File: src/rtl/riscv_pkg.sv
////////////////////
// shared types and constants for the RV32I pipeline control core
// import with riscv_pkg::* in the module header where needed
////////////////////

package riscv_pkg;

    // data and address width
    localparam int XLEN = 32;

    // per-stage command from the hazard unit
    // a stage register loads a bubble on FLUSH, the PC loads the jump target
    typedef enum logic [1:0] {
        ENABLE = 2'b00,
        STALL  = 2'b01,
        FLUSH  = 2'b10
    } hazard_ctrl_e;

    // fetch redirect request from decode
    typedef enum logic {
        NO_JUMP = 1'b0,
        JUMP    = 1'b1
    } if_ctrl_e;

    // data memory access direction
    typedef enum logic {
        READ  = 1'b0,
        WRITE = 1'b1
    } mem_wr_e;

    typedef struct packed {
        logic    mem_en;
        mem_wr_e wr;
    } mem_ctrl_t;

    // stage payloads, valid first and all-zero means bubble

    // fetch to decode, 65 bits
    typedef struct packed {
        logic            valid;
        logic [XLEN-1:0] pc;
        logic [31:0]     instr;
    } if_dec_t;

    // decode to execute, 40 bits
    typedef struct packed {
        logic            valid;
        logic [XLEN-1:0] pc;
        logic [4:0]      rd;
        mem_ctrl_t       mem;
    } dec_ex_t;

    // execute to memory, same layout as decode to execute
    typedef struct packed {
        logic            valid;
        logic [XLEN-1:0] pc;
        logic [4:0]      rd;
        mem_ctrl_t       mem;
    } ex_mem_t;

    // memory to writeback, feeds the retirement stream
    typedef struct packed {
        logic            valid;
        logic [XLEN-1:0] pc;
        logic [4:0]      rd;
    } retire_t;

    // major opcodes handled by the decoder
    localparam logic [6:0] OPC_LOAD  = 7'b0000011;
    localparam logic [6:0] OPC_STORE = 7'b0100011;
    localparam logic [6:0] OPC_JAL   = 7'b1101111;
    localparam logic [6:0] OPC_OP    = 7'b0110011;
    localparam logic [6:0] OPC_OPIMM = 7'b0010011;

endpackage

File: src/rtl/pipe_reg.sv
////////////////////
// stage register for any payload type
// ENABLE loads, STALL holds, FLUSH or reset loads a bubble
////////////////////

`timescale 1ns/1ps

module pipe_reg import riscv_pkg::*; #(
    parameter type payload_t = logic
) (
    input  logic         CLK,
    input  logic         RSTn,
    input  hazard_ctrl_e ctrl,
    input  payload_t     d,
    output payload_t     q
);

    always_ff @(posedge CLK) begin
        if (!RSTn) begin
            q <= '0;
        end else begin
            case (ctrl)
                ENABLE: q <= d;
                FLUSH:  q <= '0;
                // STALL keeps the current payload
                default: q <= q;
            endcase
        end
    end

endmodule

File: src/rtl/fetch_pc.sv
////////////////////
// program counter and fetch payload
// the word on instr_rdata belongs to the current pc
////////////////////

`timescale 1ns/1ps

module fetch_pc import riscv_pkg::*; #(
    parameter logic [XLEN-1:0] RESET_PC = 32'h0000_0000
) (
    input  logic            CLK,
    input  logic            RSTn,
    input  hazard_ctrl_e    ctrl,
    input  logic [XLEN-1:0] jump_target,
    input  logic [XLEN-1:0] instr_rdata,
    output logic [XLEN-1:0] pc,
    output if_dec_t         fetch
);

    always_ff @(posedge CLK) begin
        if (!RSTn) begin
            pc <= RESET_PC;
        end else begin
            case (ctrl)
                ENABLE: pc <= pc + 32'd4;
                // FLUSH on the pc means redirect
                FLUSH:  pc <= jump_target;
                default: pc <= pc;
            endcase
        end
    end

    // fetched word is always a real instruction
    assign fetch = '{
        valid: 1'b1,
        pc:    pc,
        instr: instr_rdata
    };

endmodule

File: src/rtl/decoder.sv
////////////////////
// RV32I decode for the control skeleton
// register fields, memory control and JAL target
////////////////////

`timescale 1ns/1ps

module decoder import riscv_pkg::*; (
    input  if_dec_t         stage_in,
    output dec_ex_t         stage_out,
    output logic [4:0]      rs1,
    output logic [4:0]      rs2,
    output logic            use_rs1,
    output logic            use_rs2,
    output if_ctrl_e        branch_cond,
    output logic [XLEN-1:0] jump_target
);

    logic [6:0]      opcode;
    logic [XLEN-1:0] j_imm;

    assign opcode = stage_in.instr[6:0];
    assign rs1    = stage_in.instr[19:15];
    assign rs2    = stage_in.instr[24:20];

    // J-type immediate, bit 0 always zero
    assign j_imm = {{11{stage_in.instr[31]}}, stage_in.instr[31], stage_in.instr[19:12],
                    stage_in.instr[20], stage_in.instr[30:21], 1'b0};
    assign jump_target = stage_in.pc + j_imm;

    always_comb begin
        stage_out   = '0;
        use_rs1     = 1'b0;
        use_rs2     = 1'b0;
        branch_cond = NO_JUMP;
        // a bubble in gives a bubble out
        if (stage_in.valid) begin
            stage_out.valid = 1'b1;
            stage_out.pc    = stage_in.pc;
            case (opcode)
                OPC_LOAD: begin
                    use_rs1        = 1'b1;
                    stage_out.rd   = stage_in.instr[11:7];
                    stage_out.mem  = '{mem_en: 1'b1, wr: READ};
                end
                OPC_STORE: begin
                    use_rs1        = 1'b1;
                    use_rs2        = 1'b1;
                    stage_out.mem  = '{mem_en: 1'b1, wr: WRITE};
                end
                OPC_OP: begin
                    use_rs1        = 1'b1;
                    use_rs2        = 1'b1;
                    stage_out.rd   = stage_in.instr[11:7];
                end
                OPC_OPIMM: begin
                    use_rs1        = 1'b1;
                    stage_out.rd   = stage_in.instr[11:7];
                end
                OPC_JAL: begin
                    stage_out.rd   = stage_in.instr[11:7];
                    branch_cond    = JUMP;
                end
                // anything else flows through as a no-op
                default: ;
            endcase
        end
    end

endmodule

File: src/rtl/hazard_unit.sv
////////////////////
// hazard unit: per-stage enable/stall/flush and memory request levels
// freezes the pipeline while either memory is busy
////////////////////

`timescale 1ns/1ps

module hazard_unit import riscv_pkg::*; (
    input  logic         CLK,
    input  logic         RSTn,
    // decode stage
    input  if_ctrl_e     branch_cond,
    input  logic [4:0]   dec_rs1,
    input  logic [4:0]   dec_rs2,
    input  logic         dec_use_rs1,
    input  logic         dec_use_rs2,
    // execute stage (dec_ex register)
    input  logic [4:0]   ex_rd,
    input  mem_ctrl_t    ex_mem_op,
    input  logic         ex_valid,
    // memory stage (ex_mem register)
    input  mem_ctrl_t    mem_mem_ctrl,
    input  logic         mem_valid,
    // memory status
    input  logic         instr_mem_busy,
    input  logic         data_mem_busy,
    // memory requests
    output logic         instr_req,
    output logic         data_req,
    output logic         data_we,
    // stage commands
    output hazard_ctrl_e pc_ctrl,
    output hazard_ctrl_e if_dec_ctrl,
    output hazard_ctrl_e dec_ex_ctrl,
    output hazard_ctrl_e ex_mem_ctrl,
    output hazard_ctrl_e mem_wb_ctrl
);

    typedef enum logic [1:0] {
        issue,
        instr_busy,
        data_busy
    } hu_state_e;

    hu_state_e state, state_nxt;

    logic load_in_ex;
    logic load_use;
    logic mem_access;

    // load in execute that writes a real register
    assign load_in_ex = ex_valid && ex_mem_op.mem_en && (ex_mem_op.wr == READ)
                        && (ex_rd != 5'd0);
    assign load_use   = load_in_ex && ((dec_use_rs1 && (dec_rs1 == ex_rd))
                                    || (dec_use_rs2 && (dec_rs2 == ex_rd)));
    assign mem_access = mem_valid && mem_mem_ctrl.mem_en;

    always_ff @(posedge CLK) begin
        if (!RSTn) begin
            state <= issue;
        end else begin
            state <= state_nxt;
        end
    end

    // instruction side busy wins over data side
    always_comb begin
        state_nxt = state;
        case (state)
            issue: begin
                if (instr_mem_busy) begin
                    state_nxt = instr_busy;
                end else if (data_mem_busy) begin
                    state_nxt = data_busy;
                end
            end
            instr_busy: begin
                if (!instr_mem_busy) begin
                    state_nxt = issue;
                end
            end
            data_busy: begin
                if (!data_mem_busy) begin
                    state_nxt = issue;
                end
            end
            default: state_nxt = issue;
        endcase
    end

    always_comb begin
        pc_ctrl     = ENABLE;
        if_dec_ctrl = ENABLE;
        dec_ex_ctrl = ENABLE;
        ex_mem_ctrl = ENABLE;
        mem_wb_ctrl = ENABLE;
        instr_req   = 1'b1;
        data_req    = mem_access;
        data_we     = mem_access && (mem_mem_ctrl.wr == WRITE);
        if (state == issue) begin
            if (load_use) begin
                // hold the consumer in decode, one bubble into execute
                pc_ctrl     = STALL;
                if_dec_ctrl = STALL;
                dec_ex_ctrl = FLUSH;
            end else if (branch_cond == JUMP) begin
                // redirect and drop the slot behind the jump
                pc_ctrl     = FLUSH;
                if_dec_ctrl = FLUSH;
            end
        end else begin
            // memory busy, freeze everything
            pc_ctrl     = STALL;
            if_dec_ctrl = STALL;
            dec_ex_ctrl = STALL;
            ex_mem_ctrl = STALL;
            mem_wb_ctrl = STALL;
            instr_req   = 1'b0;
            data_req    = 1'b0;
            data_we     = 1'b0;
        end
    end

endmodule

File: src/rtl/pipe_ctrl_top.sv
////////////////////
// five-stage pipeline control skeleton
// fetch, decode, execute, memory, writeback under the hazard unit
// retirement stream on wb_valid, wb_pc, wb_rd
////////////////////

`timescale 1ns/1ps

module pipe_ctrl_top import riscv_pkg::*; #(
    parameter logic [XLEN-1:0] RESET_PC = 32'h0000_0000
) (
    input  logic            CLK,
    input  logic            RSTn,
    // instruction memory
    input  logic [XLEN-1:0] instr_rdata,
    input  logic            instr_mem_busy,
    output logic [XLEN-1:0] instr_addr,
    output logic            instr_req,
    // data memory
    input  logic            data_mem_busy,
    output logic            data_req,
    output logic            data_we,
    // retirement
    output logic            wb_valid,
    output logic [XLEN-1:0] wb_pc,
    output logic [4:0]      wb_rd
);

    hazard_ctrl_e    pc_ctrl;
    hazard_ctrl_e    if_dec_ctrl;
    hazard_ctrl_e    dec_ex_ctrl;
    hazard_ctrl_e    ex_mem_ctrl;
    hazard_ctrl_e    mem_wb_ctrl;

    if_dec_t         fetch;
    if_dec_t         if_dec_q;
    dec_ex_t         dec_out;
    dec_ex_t         dec_ex_q;
    ex_mem_t         ex_mem_d;
    ex_mem_t         ex_mem_q;
    retire_t         mem_wb_d;
    retire_t         mem_wb_q;

    logic [4:0]      dec_rs1;
    logic [4:0]      dec_rs2;
    logic            dec_use_rs1;
    logic            dec_use_rs2;
    if_ctrl_e        branch_cond;
    logic [XLEN-1:0] jump_target;

    fetch_pc #(
        .RESET_PC (RESET_PC)
    ) i_fetch_pc (
        .CLK         (CLK),
        .RSTn        (RSTn),
        .ctrl        (pc_ctrl),
        .jump_target (jump_target),
        .instr_rdata (instr_rdata),
        .pc          (instr_addr),
        .fetch       (fetch)
    );

    pipe_reg #(.payload_t(if_dec_t)) i_if_dec (
        .CLK  (CLK),
        .RSTn (RSTn),
        .ctrl (if_dec_ctrl),
        .d    (fetch),
        .q    (if_dec_q)
    );

    decoder i_decoder (
        .stage_in    (if_dec_q),
        .stage_out   (dec_out),
        .rs1         (dec_rs1),
        .rs2         (dec_rs2),
        .use_rs1     (dec_use_rs1),
        .use_rs2     (dec_use_rs2),
        .branch_cond (branch_cond),
        .jump_target (jump_target)
    );

    pipe_reg #(.payload_t(dec_ex_t)) i_dec_ex (
        .CLK  (CLK),
        .RSTn (RSTn),
        .ctrl (dec_ex_ctrl),
        .d    (dec_out),
        .q    (dec_ex_q)
    );

    // execute has no datapath here, the payload passes on unchanged
    assign ex_mem_d = '{valid: dec_ex_q.valid, pc: dec_ex_q.pc,
                        rd: dec_ex_q.rd, mem: dec_ex_q.mem};

    pipe_reg #(.payload_t(ex_mem_t)) i_ex_mem (
        .CLK  (CLK),
        .RSTn (RSTn),
        .ctrl (ex_mem_ctrl),
        .d    (ex_mem_d),
        .q    (ex_mem_q)
    );

    // memory control is dropped on the way to writeback
    assign mem_wb_d = '{valid: ex_mem_q.valid, pc: ex_mem_q.pc, rd: ex_mem_q.rd};

    pipe_reg #(.payload_t(retire_t)) i_mem_wb (
        .CLK  (CLK),
        .RSTn (RSTn),
        .ctrl (mem_wb_ctrl),
        .d    (mem_wb_d),
        .q    (mem_wb_q)
    );

    hazard_unit i_hazard_unit (
        .CLK            (CLK),
        .RSTn           (RSTn),
        .branch_cond    (branch_cond),
        .dec_rs1        (dec_rs1),
        .dec_rs2        (dec_rs2),
        .dec_use_rs1    (dec_use_rs1),
        .dec_use_rs2    (dec_use_rs2),
        .ex_rd          (dec_ex_q.rd),
        .ex_mem_op      (dec_ex_q.mem),
        .ex_valid       (dec_ex_q.valid),
        .mem_mem_ctrl   (ex_mem_q.mem),
        .mem_valid      (ex_mem_q.valid),
        .instr_mem_busy (instr_mem_busy),
        .data_mem_busy  (data_mem_busy),
        .instr_req      (instr_req),
        .data_req       (data_req),
        .data_we        (data_we),
        .pc_ctrl        (pc_ctrl),
        .if_dec_ctrl    (if_dec_ctrl),
        .dec_ex_ctrl    (dec_ex_ctrl),
        .ex_mem_ctrl    (ex_mem_ctrl),
        .mem_wb_ctrl    (mem_wb_ctrl)
    );

    assign wb_valid = mem_wb_q.valid;
    assign wb_pc    = mem_wb_q.pc;
    assign wb_rd    = mem_wb_q.rd;

endmodule

File: config.mk
export PLATFORM = sky130hd
export DESIGN_NAME = pipe_ctrl_top
export DESIGN_NICKNAME = d
export VERILOG_FILES = /design/src/rtl/riscv_pkg.sv /design/src/rtl/pipe_reg.sv /design/src/rtl/fetch_pc.sv /design/src/rtl/decoder.sv /design/src/rtl/hazard_unit.sv /design/src/rtl/pipe_ctrl_top.sv
export SDC_FILE = /design/constraint.sdc
export NUM_CORES = 1
export LEC_CHECK = 0
export BUFFER_PORTS_ARGS = -buffer_cell sky130_fd_sc_hd__buf_2
export CORE_ASPECT_RATIO = 1.25
export CORE_UTILIZATION = 30
export DETAILED_ROUTE_END_ITERATION = 8
export PLACE_DENSITY_LB_ADDON = 0.08
export REMOVE_ABC_BUFFERS = 1
export SYNTH_ARGS = -nofsm -noshare
export SYNTH_HDL_FRONTEND = slang
export SYNTH_HIERARCHICAL = 1
export SYNTH_SLANG_ARGS = --single-unit
export TNS_END_PERCENT = 50
File: constraint.sdc
create_clock -name CLK -period 2.7 [get_ports CLK]
set_clock_uncertainty 0.05 [all_clocks]
set_input_delay 0.27 -clock CLK [delete_from_list [all_inputs] [get_ports CLK]]
set_output_delay 0.27 -clock CLK [all_outputs]
set_load 0.005 [all_outputs]
==> run_results.csv <==
group,metric,value,unit
clocking,cts-root-buf,"clkbuf_16",
setup_path,cp_max_fo,3,
sta,setup_viol,0,
clocking,clk_pin_slew,60,ps
setup_path,crit_required,3080,ps
floorplan,start_util,30.5,%
layout,nNetsFinal,1733,
sta,layout_min_cycle_time,2700,ps
synth,synth_cell_types,81,
power_and_ir_drop,p_leak,6.23,nW
placement,placement.io_buffers,108,
synth,synth_top_area_share,35.5,%
layout,area_growth,27.7,%
sta,worstMarginPinSlew,1050,ps
drt,viasPerCell,4.81,
synth,ys.warnings.count,6,
floorplan,core_area,40200,sq um
synth,ys_top_cells_by_count,"nand2_1 (243), dfxtp_1 (217), nand3_1 (202), o21ai_2 (151), buf_4 (86)",
layout,drive_gt1_share,36.8,%
layout,fin_cells,2226,
power_and_ir_drop,p_int,0.00564,W
drt,wirelength,37500,microns
floorplan,die_h,228,microns
setup_path,path_common_cell,"buf_4",
global_route,antenna_found_initial,0,
drt,drtIter0Drc,600,
clocking,cts.sinks,217,
global_route,grt_pass1_wl,59000,microns
drt,drtAntennaViolNets,0,
floorplan,die_area,41600,sq um
synth,synth_seq_cells,217,
clocking,cts_tree,"yes",
layout,num_antenna_cells,0,
clocking,cts_made_buffers,25,
floorplan,ios,109,
synth,synth_area,12200,sq um
run,cap_viol_max_count,0,
power_and_ir_drop,swShare,26.7,%
placement,hpwlAfterDp,25500,microns
clocking,clockBufferDepth,3,
placement,gp_congestion,0.828,
sta,slew-limit-headroom,29.7,%
global_route,grt-ovfl-total,0,
drt,drt-wirelength-per-cell,16.8,microns
global_route,grt_pass1_vias,10426,
synth,synth_area_leaders,"dfxtp_1 (35%), o21ai_2 (11%), nand3_1 (8.3%)",
sta,finalHoldViolCount,0,
setup_path,cp_slowest_stage_delay,360,ps
setup_path,arrival,3080,ps
floorplan,rows,82,
setup_path,crit_chain,"ha_4 > buf_4 > buf_4 > nand2_2 > o21ai_2 > a21oi_1 > o21ai_1 > buf_4 > a221oi_2 > buf_4 > o311ai_4 > xor2_1 > nor2_2 > a211oi_2 > o311a_1",
clocking,clk_latency,550,ps
synth,syn-instance-count,1501,
setup_path,critical-path-slowest-cell,"dfxtp_4",
synth,ys_async_sr_fraction,0,%
synth,synth_edf_count,0,
global_route,grt_use_total,17.6,%
sta,grt_setup_unrepaired,"true",
worst_hold_path,hold_path.class,"primary input to flip-flop",
sta,fin_crit_sh,99.9,%
sta,drv_slew,0,
synth,synth.most_common_cell,"nand2_1",
drt,post-route-drc-count,0,
power_and_ir_drop,p_comb_share,12.6,%
power_and_ir_drop,powerDensity,492,nW/um^2
status,status,"finished, final reports clean",
power_and_ir_drop,p_switching,0.00206,W
placement,post-place-cells,2127,
floorplan,die_w,183,microns
sta,hold_ws,58.6,ps
global_route,grt_start_max_net_pins,131,
synth,synth_largest_area_cell,"dfxtp_1",
drt,vias,10696,
setup_path,criticalPathCategory,"flip-flop to flip-flop",
synth,seq_area_frac_synth,35.5,%
synth,synth.avg_cell_area,8.16,sq um
clocking,cts_htree_levels,1,
drt,dr.pass1.iters,5,
synth,synth-main-ff-cell,"dfxtp_1",
power_and_ir_drop,p_clk_share,44.4,%
power_and_ir_drop,worst_ir_drop_vdd,0.399,mV
setup_path,end_kind,"flip-flop",
power_and_ir_drop,p_seq_share,43.0,%
setup_path,start_kind,"flip-flop",
sta,fmax,371,MHz
-- metal layers --
layer	vias up	wire [microns]	global-route usage, %
met5	-	0	0
met4	0	459	3.62
met3	32	1360	2.23
met2	171	17800	29.0
met1	4988	17900	24.4
li1	5505	-	-
-- layout by cell type, fill, tap and decap left out, types with 5 or more instances in the layout --
| cell | instances |
|---|---|
| nor2_1 | 53 |
| mux2i_1 | 6 |
| a21oi_1 | 34 |
| dfxtp_2 | 16 |
| xnor2_1 | 16 |
| inv_1 | 14 |
| xor2_1 | 22 |
| dfxtp_1 | 197 |
| ha_1 | 13 |
| nor2b_1 | 6 |
| and3_1 | 5 |
| nor3_1 | 12 |
| a21oi_4 | 6 |
| buf_4 | 161 |
| buf_2 | 107 |
| a31oi_1 | 8 |
| clkbuf_1 | 5 |
| nand2_2 | 6 |
| nand3_1 | 201 |
| clkbuf_16 | 29 |
| a21oi_2 | 10 |
| o21bai_1 | 6 |
| nand2_1 | 236 |
| nand4_1 | 20 |
| a21o_1 | 13 |
| a22oi_1 | 7 |
| buf_12 | 14 |
| dlygate4sd3_1 | 34 |
| and2_1 | 41 |
| ha_4 | 13 |
| buf_6 | 8 |
| o21ai_0 | 17 |
| ha_2 | 5 |
| clkinv_2 | 6 |
| o21ai_1 | 35 |
| o211ai_1 | 9 |
| o21ai_2 | 162 |
-- per-stage QoR --
step | instance area, sq um | TNS, ps | setup WS, ps | utilization (%) | total power, W
2_1_floorplan | 10900 | -681650 | -7040 | - | 0.00373
3_3_place_gp | 13500 | -16630 | -386 | 33.6 | 0.00420
3_5_place_dp | 13500 | -15240 | -318 | 33.6 | 0.00420
4_1_cts | 15000 | -60.7 | -59.6 | 37.2 | 0.00777
5_1_grt | 15600 | -820 | -184 | 38.9 | 0.00804
6_report | 15600 | 0 | 2.76 | 38.9 | 0.00770
-- flip-flops by register name (all words and copies together), names as in the netlist --
register and flops:
i_fetch_pc/pc 32, i_ex_mem/q 40, i_hazard_unit/state 2, i_mem_wb/q 38, i_dec_ex/q 40, i_if_dec/q 65
-- power groups by stage --
stage	clock network, W	registers (W)	logic (W)
floorplan	0	0.00336	0.000367
global placement	0	0.00337	0.000831
detailed placement	0	0.00337	0.000829
CTS	0.00356	0.00331	0.000902
global route	0.00367	0.00332	0.00106
finish	0.00342	0.00331	0.000972
-- critical path: cells and delay by family (launching register included) --
| kind | cells | cell delay (ps) |
|---|---|---|
| fa+ha+maj | 1 | 220 |
| compound gates | 7 | 910 |
| buf+inv | 4 | 620 |
| simple gates | 2 | 220 |
| xor+xnor | 1 | 200 |
| flops | 1 | 360 |
-- kinds of logic (layout without fill, tap and decap cells) --
group	count (synthesis)	count (layout)	share of synthesized area, %
compound gates	367	367	22.2
xor+xnor	39	39	2.79
fa+ha+maj	32	32	3.33
buf+inv	214	391	11.4
flops	217	217	35.5
mux	7	7	0.582
other cells	2	3	0.0613
simple gates	623	624	24.1
-- repair_timing --
action | CTS | global route
gates resized for setup | 58 | 110
setup endpoints to repair | 92 | 83
pin swaps | 23 | 88
hold buffers | 33 | 1
gates cloned | 1 | 6
setup buffers | 6 | 11
endpoints found under the hold margin | 32 | 1
-- cell type report --
cell class / count / area (sq um)
Clock buffer: 31 / 658
Clock inverter: 11 / 140
Fill cell: 4296 / 24600
Inverter: 18 / 81.3
Multi-Input combinational cell: 1072 / 7090
Sequential cell: 217 / 4380
Tap cell: 546 / 683
Timing Repair Buffer: 331 / 2610
-- final timing paths --
| check | startpoint | endpoint | slack [ps] | cells past startpoint |
|---|---|---|---|---|
| worst max register to register | i_if_dec/q[29] | i_fetch_pc/pc[30] | 3 | 15 |
| worst min register to register | i_ex_mem/q[11] | i_mem_wb/q[9] | 400 | 2 |
| worst max-delay path | i_if_dec/q[29] | i_fetch_pc/pc[30] | 3 | 15 |
| worst min-delay path | RSTn | i_if_dec/q[63] | 60 | 3 |
(Power assumes the default switching activity.)
